### config.mk
export PLATFORM = sky130hd
export DESIGN_NAME = instr_bus_top
export DESIGN_NICKNAME = d
export VERILOG_FILES = /design/src/hw/instr_bus_pkg.sv /design/src/hw/instr_bus_arbiter.sv /design/src/hw/instr_bus_top.sv /design/src/hw/instr_region_decoder.sv /design/src/hw/instr_resp_router.sv
export SDC_FILE = /design/constraint.sdc
export NUM_CORES = 1
export LEC_CHECK = 0
export BUFFER_PORTS_ARGS = -buffer_cell sky130_fd_sc_hd__buf_2
export CAP_MARGIN = 20
export CORE_AREA = 2 2 144 146
export CTS_BUF_LIST = sky130_fd_sc_hd__clkbuf_2 sky130_fd_sc_hd__clkbuf_4 sky130_fd_sc_hd__clkbuf_8
export CTS_CLUSTER_DIAMETER = 200
export DETAILED_ROUTE_END_ITERATION = 16
export DIE_AREA = 0 0 146 148
export PLACE_DENSITY_LB_ADDON = 0.12
export SYNTH_ARGS = -nofsm -noshare
export SYNTH_HDL_FRONTEND = slang
export SYNTH_SLANG_ARGS = --single-unit
### constraint.sdc
create_clock -name clk_i -period 7.54 [get_ports clk_i]
set_clock_uncertainty 0.05 [all_clocks]
set_input_delay 0.754 -clock clk_i [delete_from_list [all_inputs] [get_ports clk_i]]
set_output_delay 0.754 -clock clk_i [all_outputs]
set_load 0.02 [all_outputs]
### src/hw/instr_bus_pkg.sv
/* Constants and types shared by the instruction bus.
   OUTSTANDING_DEPTH must be a power of two. Region bounds are inclusive. */

package instr_bus_pkg;

   //**************************************************************************
   // Sizes
   //**************************************************************************

   localparam int NB_CORES          = 4;
   localparam int ADDR_W            = 32;
   localparam int DATA_W            = 32;

   // Fetches that may be in flight at once
   localparam int OUTSTANDING_DEPTH = 4;
   localparam int OUTSTANDING_PTR_W = $clog2(OUTSTANDING_DEPTH);

   //**************************************************************************
   // Types
   //**************************************************************************

   typedef logic [ADDR_W-1:0]           addr_t;
   typedef logic [DATA_W-1:0]           data_t;
   typedef logic [1:0]                  resp_t;
   typedef logic [2:0]                  prot_t;
   typedef logic [$clog2(NB_CORES)-1:0] core_id_t;

   // AXI response codes in use
   localparam resp_t RESP_OKAY   = 2'b00;
   localparam resp_t RESP_DECERR = 2'b11;

   //**************************************************************************
   // Region map
   //**************************************************************************

   // Boot ROM
   localparam addr_t REGION0_START = 32'h0000_0000;
   localparam addr_t REGION0_END   = 32'h0000_FFFF;

   // L2 instruction window
   localparam addr_t REGION1_START = 32'h1C00_0000;
   localparam addr_t REGION1_END   = 32'h1C00_FFFF;

endpackage

### src/hw/instr_bus_arbiter.sv
/* Round-robin arbiter over the core AR channels.
   Cores must keep arvalid and payload stable until their transfer. */

`timescale 1ns/1ps

module instr_bus_arbiter
   import instr_bus_pkg::*;
(
   input  logic                      clk_i,
   input  logic                      reset_i,

   input  logic [NB_CORES-1:0]       s_arvalid_i,
   input  addr_t [NB_CORES-1:0]      s_araddr_i,
   input  prot_t [NB_CORES-1:0]      s_arprot_i,
   output logic [NB_CORES-1:0]       s_arready_o,

   output logic                      req_valid_o,
   output addr_t                     req_addr_o,
   output prot_t                     req_prot_o,
   output core_id_t                  req_core_o,
   input  logic                      req_ready_i
);

   core_id_t ptr_q;
   core_id_t pick;
   core_id_t cand;
   core_id_t grant;
   core_id_t lock_core_q;
   logic     lock_q;
   logic     found;

   // First requester at or after the pointer
   always_comb
   begin
      pick  = ptr_q;
      found = 1'b0;
      cand  = ptr_q;
      for (int k = 0; k < NB_CORES; k++)
      begin
         cand = core_id_t'((int'(ptr_q) + k) % NB_CORES);
         if (!found && s_arvalid_i[cand])
         begin
            pick  = cand;
            found = 1'b1;
         end
      end
   end

   // A waiting request keeps its grant
   assign grant       = lock_q ? lock_core_q : pick;

   assign req_valid_o = lock_q ? s_arvalid_i[lock_core_q] : found;
   assign req_addr_o  = s_araddr_i[grant];
   assign req_prot_o  = s_arprot_i[grant];
   assign req_core_o  = grant;

   always_comb
   begin
      s_arready_o        = '0;
      s_arready_o[grant] = req_valid_o && req_ready_i;
   end

   always_ff @(posedge clk_i)
   begin
      if (reset_i)
      begin
         ptr_q       <= '0;
         lock_q      <= 1'b0;
         lock_core_q <= '0;
      end
      else
      begin
         lock_q <= req_valid_o && !req_ready_i;
         if (req_valid_o && !req_ready_i)
            lock_core_q <= grant;
         // Served core drops to lowest priority
         if (req_valid_o && req_ready_i)
            ptr_q <= core_id_t'((int'(grant) + 1) % NB_CORES);
      end
   end

   a_one_ready: assert property (@(posedge clk_i) disable iff (reset_i)
      $onehot0(s_arready_o) && ((s_arready_o & ~s_arvalid_i) == '0));

   a_grant_held: assert property (@(posedge clk_i) disable iff (reset_i)
      req_valid_o && !req_ready_i |=>
         req_valid_o && req_core_o == $past(req_core_o) && req_addr_o == $past(req_addr_o));

endmodule

### src/hw/instr_bus_top.sv
/* Cluster instruction bus, NB_CORES AXI4-Lite read slaves onto one master.
   Read channels only. Fetches outside both regions get a local DECERR. */

`timescale 1ns/1ps

module instr_bus_top
   import instr_bus_pkg::*;
(
   input  logic                 clk_i,
   input  logic                 reset_i,

   // Core fetch ports
   input  logic [NB_CORES-1:0]  s_arvalid_i,
   input  addr_t [NB_CORES-1:0] s_araddr_i,
   input  prot_t [NB_CORES-1:0] s_arprot_i,
   output logic [NB_CORES-1:0]  s_arready_o,
   output logic [NB_CORES-1:0]  s_rvalid_o,
   output data_t [NB_CORES-1:0] s_rdata_o,
   output resp_t [NB_CORES-1:0] s_rresp_o,
   input  logic [NB_CORES-1:0]  s_rready_i,

   // Memory side
   output logic                 m_arvalid_o,
   output addr_t                m_araddr_o,
   output prot_t                m_arprot_o,
   input  logic                 m_arready_i,
   input  logic                 m_rvalid_i,
   input  data_t                m_rdata_i,
   input  resp_t                m_rresp_i,
   output logic                 m_rready_o
);

   logic     req_valid;
   addr_t    req_addr;
   prot_t    req_prot;
   core_id_t req_core;
   logic     req_ready;
   logic     slot_free;
   logic     push;
   logic     push_err;

   //**************************************************************************
   // Request path
   //**************************************************************************

   instr_bus_arbiter arbiter_i (
      .clk_i       (clk_i),
      .reset_i     (reset_i),
      .s_arvalid_i (s_arvalid_i),
      .s_araddr_i  (s_araddr_i),
      .s_arprot_i  (s_arprot_i),
      .s_arready_o (s_arready_o),
      .req_valid_o (req_valid),
      .req_addr_o  (req_addr),
      .req_prot_o  (req_prot),
      .req_core_o  (req_core),
      .req_ready_i (req_ready)
   );

   instr_region_decoder decoder_i (
      .req_valid_i (req_valid),
      .req_addr_i  (req_addr),
      .req_prot_i  (req_prot),
      .req_ready_o (req_ready),
      .slot_free_i (slot_free),
      .m_arvalid_o (m_arvalid_o),
      .m_araddr_o  (m_araddr_o),
      .m_arprot_o  (m_arprot_o),
      .m_arready_i (m_arready_i),
      .push_o      (push),
      .push_err_o  (push_err)
   );

   // Response path
   instr_resp_router router_i (
      .clk_i       (clk_i),
      .reset_i     (reset_i),
      .push_i      (push),
      .push_core_i (req_core),
      .push_err_i  (push_err),
      .slot_free_o (slot_free),
      .m_rvalid_i  (m_rvalid_i),
      .m_rdata_i   (m_rdata_i),
      .m_rresp_i   (m_rresp_i),
      .m_rready_o  (m_rready_o),
      .s_rvalid_o  (s_rvalid_o),
      .s_rdata_o   (s_rdata_o),
      .s_rresp_o   (s_rresp_o),
      .s_rready_i  (s_rready_i)
   );

endmodule

### src/hw/instr_region_decoder.sv
/* Address check against the two fixed instruction regions.
   Purely combinational. A miss is accepted locally and never forwarded. */

`timescale 1ns/1ps

module instr_region_decoder
   import instr_bus_pkg::*;
(
   // Arbitrated request
   input  logic  req_valid_i,
   input  addr_t req_addr_i,
   input  prot_t req_prot_i,
   output logic  req_ready_o,

   // Outstanding FIFO has room
   input  logic  slot_free_i,

   // Master AR channel
   output logic  m_arvalid_o,
   output addr_t m_araddr_o,
   output prot_t m_arprot_o,
   input  logic  m_arready_i,

   // FIFO push
   output logic  push_o,
   output logic  push_err_o
);

   logic hit;

   // Inclusive bounds check
   function automatic logic in_region(addr_t addr, addr_t lo, addr_t hi);
      logic res;
      res = (addr >= lo) && (addr <= hi);
      return res;
   endfunction

   //**************************************************************************
   // Region match
   //**************************************************************************

   assign hit = in_region(req_addr_i, REGION0_START, REGION0_END) ||
                in_region(req_addr_i, REGION1_START, REGION1_END);

   //**************************************************************************
   // Issue
   //**************************************************************************

   // Hits go out only when the response has a slot waiting
   assign m_arvalid_o = req_valid_i && hit && slot_free_i;
   assign m_araddr_o  = req_addr_i;
   assign m_arprot_o  = req_prot_i;

   // Misses need only the slot
   assign req_ready_o = slot_free_i && (hit ? m_arready_i : 1'b1);

   // Every acceptance records an entry
   assign push_o      = req_valid_i && req_ready_o;
   assign push_err_o  = push_o && !hit;

endmodule

### src/hw/instr_resp_router.sv
/* In-order outstanding FIFO and R channel steering to the cores.
   Responses from the master port must come back in issue order. */

`timescale 1ns/1ps

module instr_resp_router
   import instr_bus_pkg::*;
(
   input  logic                 clk_i,
   input  logic                 reset_i,

   // Entry push from the decoder
   input  logic                 push_i,
   input  core_id_t             push_core_i,
   input  logic                 push_err_i,
   output logic                 slot_free_o,

   // Master R channel
   input  logic                 m_rvalid_i,
   input  data_t                m_rdata_i,
   input  resp_t                m_rresp_i,
   output logic                 m_rready_o,

   // Core R channels
   output logic [NB_CORES-1:0]  s_rvalid_o,
   output data_t [NB_CORES-1:0] s_rdata_o,
   output resp_t [NB_CORES-1:0] s_rresp_o,
   input  logic [NB_CORES-1:0]  s_rready_i
);

   typedef logic [OUTSTANDING_PTR_W-1:0] ptr_t;
   typedef logic [OUTSTANDING_PTR_W:0]   cnt_t;

   core_id_t core_q [OUTSTANDING_DEPTH];
   logic     err_q  [OUTSTANDING_DEPTH];

   ptr_t     wr_ptr_q;
   ptr_t     rd_ptr_q;
   cnt_t     count_q;
   cnt_t     fwd_cnt_q;

   logic     empty;
   logic     head_err;
   core_id_t head_core;
   logic     head_valid;
   data_t    head_data;
   resp_t    head_resp;
   logic     pop;

   assign empty       = (count_q == '0);
   assign slot_free_o = (count_q < cnt_t'(OUTSTANDING_DEPTH));

   assign head_core   = core_q[rd_ptr_q];
   assign head_err    = err_q[rd_ptr_q];

   //**************************************************************************
   // Head steering
   //**************************************************************************

   // Error entries answer by themselves
   assign head_valid = !empty && (head_err || m_rvalid_i);
   assign head_data  = head_err ? '0 : m_rdata_i;
   assign head_resp  = head_err ? RESP_DECERR : m_rresp_i;

   assign m_rready_o = !empty && !head_err && s_rready_i[head_core];
   assign pop        = head_valid && s_rready_i[head_core];

   always_comb
   begin
      for (int i = 0; i < NB_CORES; i++)
      begin
         s_rvalid_o[i] = head_valid && (head_core == core_id_t'(i));
         s_rdata_o[i]  = head_data;
         s_rresp_o[i]  = head_resp;
      end
   end

   //**************************************************************************
   // FIFO storage and pointers
   //**************************************************************************

   always_ff @(posedge clk_i)
   begin
      if (push_i)
      begin
         core_q[wr_ptr_q] <= push_core_i;
         err_q[wr_ptr_q]  <= push_err_i;
      end
   end

   always_ff @(posedge clk_i)
   begin
      if (reset_i)
      begin
         wr_ptr_q  <= '0;
         rd_ptr_q  <= '0;
         count_q   <= '0;
         fwd_cnt_q <= '0;
      end
      else
      begin
         if (push_i)
            wr_ptr_q <= wr_ptr_q + 1'b1;
         if (pop)
            rd_ptr_q <= rd_ptr_q + 1'b1;
         count_q   <= count_q + cnt_t'(push_i) - cnt_t'(pop);
         // Entries still owed a master response
         fwd_cnt_q <= fwd_cnt_q + cnt_t'(push_i && !push_err_i)
                                - cnt_t'(pop && !head_err);
      end
   end

   a_no_push_full: assert property (@(posedge clk_i) disable iff (reset_i)
      push_i |-> slot_free_o);

   a_no_stray_rvalid: assert property (@(posedge clk_i) disable iff (reset_i)
      m_rvalid_i |-> fwd_cnt_q != '0);

endmodule

==> flow_metrics.env, run 1 <==
export IMPL_areaGrowthSynthToFinish_pct=37.93
export IMPL_rr_endpoint="router_i.count_q[2]"
export IMPL_hold_ws_ns=0.4689
export IMPL_synth_area_leader_cell="sky130_fd_sc_hd__buf_4"
export IMPL_hp_start="router_i.wr_ptr_q[1]"
export IMPL_slew_viol_final=0
export IMPL_grt_ovfl_total=0
export IMPL_timing_final_setup_violations=0
export IMPL_result_of_the_run="complete, no violations"
export IMPL_cp_num_buf_inv=4
export IMPL_switching_share_pct=59.11
export IMPL_clock_tree_from_tritoncts="built"
export IMPL_design_portCount=367
export IMPL_cp_top_family="compound AO/OA/AOI/OAI gates"
export IMPL_synth_yosys_seq_area_share_pct=17.59
export IMPL_synth_top_cells_by_area="sky130_fd_sc_hd__buf_4, sky130_fd_sc_hd__edfxtp_1, sky130_fd_sc_hd__mux4_2"
export IMPL_critical_path_endpoint_type="primary output"
export IMPL_crit_path_frequent_cell="sky130_fd_sc_hd__buf_2"
export IMPL_holdPathStages=2
export IMPL_path_cells="buf_2, inv_1, a221oi_1, a21oi_1, o31a_4, inv_6, mux4_2, nor4b_4, nand4_2, o31a_1, and2_1, buf_2"
export IMPL_hold_path_endpoint="router_i.wr_ptr_q[1]"
export IMPL_post_route_period_util_pct=66.98
export IMPL_ys_seq_elements=26
export IMPL_cts_resized=0
export IMPL_synthMostInstantiatedCell="sky130_fd_sc_hd__buf_4"
export IMPL_arrival_ns=4.25
export IMPL_synth_area_mm2=0.003642
export IMPL_min_delay_path_class="reg -> reg"
export IMPL_switchingPower_mw=1.240
export IMPL_global_route_usage_total_pct=12.95
export IMPL_max_cap_viol_count=0
export IMPL_postSynth_asyncResetShare_pct=0
export IMPL_cts_root_buf="sky130_fd_sc_hd__clkbuf_8"
export IMPL_dieArea_mm2=0.02161
export IMPL_timing_reg2reg_worst_path_depth=15
export IMPL_drt_wirelength_per_cell_um=15.48
export IMPL_cp_slowest_cell="sky130_fd_sc_hd__mux4_2"
export IMPL_cts_setup_buffers=0
export IMPL_leakagePower_nw=2.784
export IMPL_synth_warnings=0
export IMPL_critical_path_max_stage_delay_ns=0.60
export IMPL_drt_drc_violations_left=0
export IMPL_ctsHoldBuffers=0
export IMPL_vdd_ir_drop_max_mv=0.1910
export IMPL_worst_slew_margin_rel_pct=47.28
export IMPL_netlist_area_leader_share_pct=21.23
export IMPL_drtIter0Drc=215
export IMPL_clock_fmax_mhz=198.0
export IMPL_max_clock_path_buffers=2
export IMPL_power_sequential_fraction_pct=11.3
export IMPL_post_dp_hpwl_um=13050
export IMPL_dr_total_vias=4084
export IMPL_final_core_utilization_pct=25.07
export IMPL_tritoncts_num_sinks=26
export IMPL_timing_final_ws_setup_ns=2.489
export IMPL_grt_antenna_before_repair=5
export IMPL_start_kind="input port"
export IMPL_starting_density_pct=18.18
export IMPL_final_count_of_hold_timing_violations=0
export IMPL_first_global_vias=3949
export IMPL_placement_setup_worst_slack_ns=2.058
export IMPL_timing_rr_start="arbiter_i.ptr_q[0]"
export IMPL_fraction_of_power_consumed_by_combinational_cells_pct=83.2
export IMPL_worstMarginPinSlew_ns=0.7897
export IMPL_critical_path_class="in -> out"
export IMPL_yosys_top_cells_count="sky130_fd_sc_hd__buf_4, sky130_fd_sc_hd__nand2_1, sky130_fd_sc_hd__nor2b_1, sky130_fd_sc_hd__nor2_1"
export IMPL_synth_net_count=669
export IMPL_grt_start_max_net_pins=59
export IMPL_drt_total_wl_um=15300
export IMPL_cts_buffers_inserted=3
export IMPL_cts_max_level=1
export IMPL_power_density_cell_area_mw_per_mm2=417.6
export IMPL_placed_cell_area_mm2=0.004930
export IMPL_total_power_mw=2.098
export IMPL_post_layout_nonfiller_instances=988
export IMPL_intPower_uw=857.8
export IMPL_share_clk_of_total_power_pct=5.5
export IMPL_floorplan_core_area_mm2=0.02004
export IMPL_io_buffer_count=366
export IMPL_dp_cells=982
export IMPL_final_period_minus_worst_setup_slack_ns=5.051
export IMPL_worstPathRequired_ns=6.74
export IMPL_synth_edf_count=12
export IMPL_syn_instance_count=472
export IMPL_global_route_wire_length_before_repair_um=21870
export IMPL_chipHeight_um=148
export IMPL_clk_pin_slew_ns=0.09
export IMPL_unrepaired_setup_endpoints_after_global_routing="false"
export IMPL_stdcell_area_mm2=0.005024
export IMPL_drt_first_pass_iters=4
export IMPL_gp_congestion=0.8712
export IMPL_finalSetupTns_ns=0
export IMPL_number_of_library_cell_types_mapped_by_synthesis=51
export IMPL_ant_nets=0
export IMPL_vias_per_cell=4.134
export IMPL_final_net_count=915
export IMPL_ff2ff_setup_slack_ns=2.92
export IMPL_critical_path_max_fanout=41
export IMPL_dieWidth_um=146
export IMPL_mean_cell_area_of_the_mapped_netlist_um2=7.717
export IMPL_synthFlopType="sky130_fd_sc_hd__dfxtp_1"
export IMPL_post_route_cells_drive_above_1_share_pct=55.37
export IMPL_n_fill_cell=2297
export IMPL_rows=52
export IMPL_clk_insertion_delay_late_ns=0.27
[cells in the final DEF, fill, tap and decap left out, types with 3 or more instances in the layout]
cell / count
sky130_fd_sc_hd__dfxtp_1: 14
sky130_fd_sc_hd__mux2_1: 3
sky130_fd_sc_hd__mux4_2: 15
sky130_fd_sc_hd__edfxtp_1: 12
sky130_fd_sc_hd__nor2_1: 24
sky130_fd_sc_hd__ha_1: 10
sky130_fd_sc_hd__and2_1: 13
sky130_fd_sc_hd__nor2b_1: 37
sky130_fd_sc_hd__buf_2: 366
sky130_fd_sc_hd__mux2i_1: 7
sky130_fd_sc_hd__inv_1: 11
sky130_fd_sc_hd__nand2b_1: 7
sky130_fd_sc_hd__a31oi_1: 21
sky130_fd_sc_hd__o21ai_0: 10
sky130_fd_sc_hd__nand3_1: 16
sky130_fd_sc_hd__clkbuf_8: 3
sky130_fd_sc_hd__and3_1: 21
sky130_fd_sc_hd__nand2_1: 88
[tightest hold or removal path, stage by stage (launching register included)]
cell and delay (ns):
sky130_fd_sc_hd__dfxtp_1 0.35, sky130_fd_sc_hd__nand2b_1 0.08, sky130_fd_sc_hd__mux2i_1 0.06
[worst max-delay path by stage]
stage	endpoint	depth (start not counted)	slack, ns	startpoint
after floorplan	s_arready_o[0]	11	3.34	s_arvalid_i[2]
after global placement	router_i.count_q[2]	15	2.19	s_arvalid_i[2]
after detailed placement	s_arready_o[3]	11	2.06	s_arvalid_i[2]
after CTS	s_arready_o[3]	11	2.07	s_arvalid_i[2]
after global routing	s_arready_o[3]	12	2.22	s_arvalid_i[1]
final	s_arready_o[3]	12	2.49	s_arvalid_i[1]
[power by group through the flow]
stage | Clock (mW) | Sequential, mW | Combinational (mW)
floorplan | 0 | 0.230 | 1.45
detailed placement | 0 | 0.243 | 1.77
finish | 0.115 | 0.238 | 1.74
global placement | 0 | 0.243 | 1.78
global route | 0.127 | 0.245 | 1.90
CTS | 0.119 | 0.240 | 1.78
[registers in the layout, summed over array words and instances (netlist names), named ones only]
register               flops
router_i.wr_ptr_q          2
router_i.count_q           3
router_i.err_q             4
router_i.rd_ptr_q          2
arbiter_i.lock_q           1
arbiter_i.ptr_q            2
arbiter_i.lock_core_q      2
router_i.core_q            8
[per-layer routing]
layer  vias to the layer above  global-route usage (%)  wire length, um
li1                       1989                       -                -
met3                        21                   5.123             1713
met4                         8                   2.816              212
met5                         -                       0               54
met1                      1811                   12.85             5162
met2                       255                   25.33             8153
[cells by family after synthesis]
kind of cell             count (synthesis)  share of synthesized area, %
AND/OR/NAND/NOR                        220                         30.54
buffers and inverters                  139                         25.70
AO/OA/AOI/OAI                           47                         9.104
flip-flops                              26                         17.59
multiplexers                            25                         12.13
adder cells (fa/ha/maj)                 11                         3.985
XOR/XNOR                                 4                        0.9620
[cell type report]
class | instances | area, um^2 | share of cell area, %
inverters | 13 | 53.80 | 1.071
flip-flops and latches | 26 | 640.6 | 12.75
diodes | 1 | 2.502 | 0.04981
multi-input cells | 307 | 2066 | 41.12
well taps | 270 | 337.8 | 6.725
clock buffers | 3 | 41.29 | 0.8219
clock inverters | 1 | 30.03 | 0.5978
repair buffers | 367 | 1852 | 36.86
Power figures use the tool's default switching activity.
==> run 2, diff against run 1 <==
--- a/config.mk
+++ b/config.mk
@@ -5,13 +5,14 @@
 export SDC_FILE = /design/constraint.sdc
 export NUM_CORES = 1
 export LEC_CHECK = 0
+export ABC_AREA = 1
 export BUFFER_PORTS_ARGS = -buffer_cell sky130_fd_sc_hd__buf_2
 export CAP_MARGIN = 20
-export CORE_AREA = 2 2 144 146
+export CORE_AREA = 2 2 142 144
 export CTS_BUF_LIST = sky130_fd_sc_hd__clkbuf_2 sky130_fd_sc_hd__clkbuf_4 sky130_fd_sc_hd__clkbuf_8
 export CTS_CLUSTER_DIAMETER = 200
 export DETAILED_ROUTE_END_ITERATION = 16
-export DIE_AREA = 0 0 146 148
+export DIE_AREA = 0 0 144 146
 export PLACE_DENSITY_LB_ADDON = 0.12
 export SYNTH_ARGS = -nofsm -noshare
 export SYNTH_HDL_FRONTEND = slang
==> constraint.sdc (replaced) <==
create_clock -name clk_i -period 4.1 [get_ports clk_i]
set_clock_uncertainty 0.05 [all_clocks]
set_input_delay 0.41 -clock clk_i [delete_from_list [all_inputs] [get_ports clk_i]]
set_output_delay 0.41 -clock clk_i [all_outputs]
set_load 0.02 [all_outputs]
==> flow_metrics.env, run 2 <==
export IMPL_result_of_the_run="complete, no violations"
export IMPL_clk_pin_slew_ns=0.09
export IMPL_detailroute_wirelength_met2_um=7874
export IMPL_drt_drc_violations_left=0
export IMPL_max_cap_viol_count=0
export IMPL_vias_per_cell=4.072
export IMPL_dieWidth_um=144
export IMPL_dr_total_vias=4895
export IMPL_placement_setup_worst_slack_ns=0.4094
export IMPL_critical_path_max_fanout=18
export IMPL_critical_path_class="reg -> out"
export IMPL_min_delay_path_class="in -> reg"
export IMPL_grt_ovfl_total=0
export IMPL_cts_root_buf="sky130_fd_sc_hd__clkbuf_8"
export IMPL_global_route_wire_length_before_repair_um=22560
export IMPL_final_net_count=1133
export IMPL_synth_yosys_seq_area_share_pct=15.68
export IMPL_synth_net_count=883
export IMPL_unrepaired_setup_endpoints_after_global_routing="false"
export IMPL_global_route_usage_total_pct=13.30
export IMPL_registers_top_by_ff_count="router_i.core_q"
export IMPL_post_route_period_util_pct=88.38
export IMPL_first_global_vias=4527
export IMPL_start_kind="flop"
export IMPL_clk_insertion_delay_late_ns=0.27
export IMPL_arrival_ns=3.16
export IMPL_synth_area_mm2=0.004085
export IMPL_reg_top3="router_i.core_q: 8 flops, router_i.err_q: 4 flops, router_i.count_q: 3 flops"
export IMPL_drt_first_pass_iters=4
export IMPL_drt_total_wl_um=15350
export IMPL_mean_cell_area_of_the_mapped_netlist_um2=5.955
export IMPL_critical_path_endpoint_type="primary output"
export IMPL_detailroute_wirelength_met3_um=1374
export IMPL_postSynth_asyncResetShare_pct=0
export IMPL_ant_nets=0
export IMPL_grt_start_max_net_pins=41
export IMPL_detail_route_wirelength_met1_um=5864
export IMPL_cts_max_level=1
export IMPL_synth_top_cells_by_area="sky130_fd_sc_hd__buf_4, sky130_fd_sc_hd__nand2_1, sky130_fd_sc_hd__inv_1"
export IMPL_worstMarginPinSlew_ns=0.4964
export IMPL_dieArea_mm2=0.02102
export IMPL_top_layer_used="met5"
export IMPL_clock_tree_from_tritoncts="built"
export IMPL_synth_edf_count=12
export IMPL_timing_final_ws_setup_ns=0.4766
export IMPL_layout_common_cells="sky130_fd_sc_hd__buf_2, sky130_fd_sc_hd__nand2_1, sky130_fd_sc_hd__inv_1"
export IMPL_syn_instance_count=686
export IMPL_ys_seq_elements=26
export IMPL_final_period_minus_worst_setup_slack_ns=3.623
export IMPL_rr_endpoint="router_i.count_q[2]"
export IMPL_cts_buffers_inserted=3
export IMPL_final_count_of_hold_timing_violations=0
export IMPL_timing_rr_start="arbiter_i.ptr_q[1]"
export IMPL_hp_start="reset_i"
export IMPL_cts_setup_buffers=0
export IMPL_post_dp_hpwl_um=12970
export IMPL_rows=51
export IMPL_netlist_area_leader_share_pct=19.30
export IMPL_yosys_top_cells_count="sky130_fd_sc_hd__nand2_1, sky130_fd_sc_hd__buf_4, sky130_fd_sc_hd__inv_1, sky130_fd_sc_hd__nor2_1, sky130_fd_sc_hd__nand3_1"
export IMPL_gp_congestion=0.8211
export IMPL_clock_fmax_mhz=276.0
export IMPL_finalSetupTns_ns=0
export IMPL_grt_antenna_before_repair=2
export IMPL_mostFrequentLayoutCell="sky130_fd_sc_hd__buf_2"
export IMPL_chipHeight_um=146
export IMPL_synth_warnings=0
export IMPL_timing_final_setup_violations=0
export IMPL_timing_reg2reg_worst_path_depth=25
export IMPL_number_of_library_cell_types_mapped_by_synthesis=36
export IMPL_slew_viol_final=0
export IMPL_io_buffer_count=366
export IMPL_ff2ff_setup_slack_ns=0.52
export IMPL_post_route_cells_drive_above_1_share_pct=43.64
export IMPL_worst_slew_margin_rel_pct=66.90
export IMPL_hold_path_endpoint="router_i.count_q[1]"
export IMPL_drt_wirelength_per_cell_um=12.77
export IMPL_design_portCount=367
export IMPL_max_clock_path_buffers=2
export IMPL_synthMostInstantiatedCell="sky130_fd_sc_hd__nand2_1"
export IMPL_synth_area_leader_cell="sky130_fd_sc_hd__buf_4"
export IMPL_drtIter0Drc=143
export IMPL_synthFlopType="sky130_fd_sc_hd__dfxtp_1"
export IMPL_floorplan_core_area_mm2=0.01933
export IMPL_starting_density_pct=21.13
export IMPL_number_of_flip_flops_in_the_largest_register=8
export IMPL_tritoncts_num_sinks=26
export IMPL_areaGrowthSynthToFinish_pct=33.54
export IMPL_holdPathStages=2
export IMPL_worstPathRequired_ns=3.64
[run 2: changes by cell type after synthesis, sizes merged, moves of 19 or more]
cell	before	now
and3	21	0
a21oi	2	29
a31oi	21	1
a32oi	0	19
nand3	16	53
nand2	89	189
nor2	24	76
nor2b	37	0
inv	13	100
[run 2: metal layers]
layer  track usage [%]  up-vias
met4             3.088        4
li1                  -     2555
met2             26.43      239
met5                 0        -
met1             13.66     2081
met3             3.258       16
[run 2: area by class of cell]
type                            instances  area [um^2]
Antenna cell                            2        5.005
Clock buffer                            4        48.80
Fill cell                            2223        13880
Inverter                              100        380.4
Multi-Input combinational cell        428         2132
Sequential cell                        26        643.1
Tap cell                              265        331.6
Timing Repair Buffer                  377         1914
[run 2: worst max path at each step]
stage	slack, ns	cells past startpoint	start	endpoint
6_report	0.48	22	arbiter_i.ptr_q[1]	s_arready_o[3]
5_1_grt	0.05	22	arbiter_i.ptr_q[0]	s_arready_o[3]
4_1_cts	0.29	22	arbiter_i.ptr_q[1]	s_arready_o[3]
3_5_place_dp	0.41	25	arbiter_i.ptr_q[1]	router_i.count_q[2]
3_3_place_gp	0.45	24	arbiter_i.ptr_q[1]	router_i.count_q[2]
2_1_floorplan	0.84	26	arbiter_i.ptr_q[1]	router_i.count_q[2]
[run 2: repair_timing]
item / in CTS / in global routing
endpoints found under the setup margin: 0 / 5
gates resized for setup: 0 / 3
hold buffers: 0 / 0
[run 2: cells by family after synthesis]
| logic type | after synthesis | synth area share, % |
|---|---|---|
| buf+inv | 232 | 32.56 |
| fa+ha+maj | 11 | 3.553 |
| simple gates | 337 | 35.83 |
| xor+xnor | 1 | 0.2144 |
| flops | 26 | 15.68 |
| compound gates | 79 | 12.16 |
[run 2: worst max-delay path, cell delays in order (launching register included)]
cell and delay [ns]:
sky130_fd_sc_hd__dfxtp_2 0.45, sky130_fd_sc_hd__inv_4 0.07, sky130_fd_sc_hd__nand2_1 0.08, sky130_fd_sc_hd__nand2_2 0.09, sky130_fd_sc_hd__nand2_2 0.09, sky130_fd_sc_hd__nand2_4 0.07, sky130_fd_sc_hd__nor2_4 0.13, sky130_fd_sc_hd__nand4_1 0.11
sky130_fd_sc_hd__nand2_2 0.11, sky130_fd_sc_hd__nand2_4 0.07, sky130_fd_sc_hd__nand2_8 0.13, sky130_fd_sc_hd__buf_4 0.25, sky130_fd_sc_hd__nand2_1 0.11, sky130_fd_sc_hd__nand3_1 0.09, sky130_fd_sc_hd__nand2_1 0.06, sky130_fd_sc_hd__nor2_1 0.09
sky130_fd_sc_hd__nand3_1 0.15, sky130_fd_sc_hd__nor2_4 0.16, sky130_fd_sc_hd__nand3_2 0.09, sky130_fd_sc_hd__nand2_2 0.07, sky130_fd_sc_hd__buf_4 0.18, sky130_fd_sc_hd__nor2_1 0.08, sky130_fd_sc_hd__buf_2 0.16
[run 2: through the flow]
step	cell area [um^2]	hold WS (ns)	util (%)	cells
2_1_floorplan	4085	0.3932	-	686
5_1_grt	5450	0.3531	28.19	1200
6_report	5455	0.3299	28.21	1202
3_3_place_gp	5394	0.4280	27.90	1196
3_5_place_dp	5394	0.4350	27.90	1196
4_1_cts	5443	0.3337	28.15	1200
Power of run 2 is left out: the tool's default activity adds up to more than one toggle a clock period on the data nets, which glitch-free logic cannot reach.
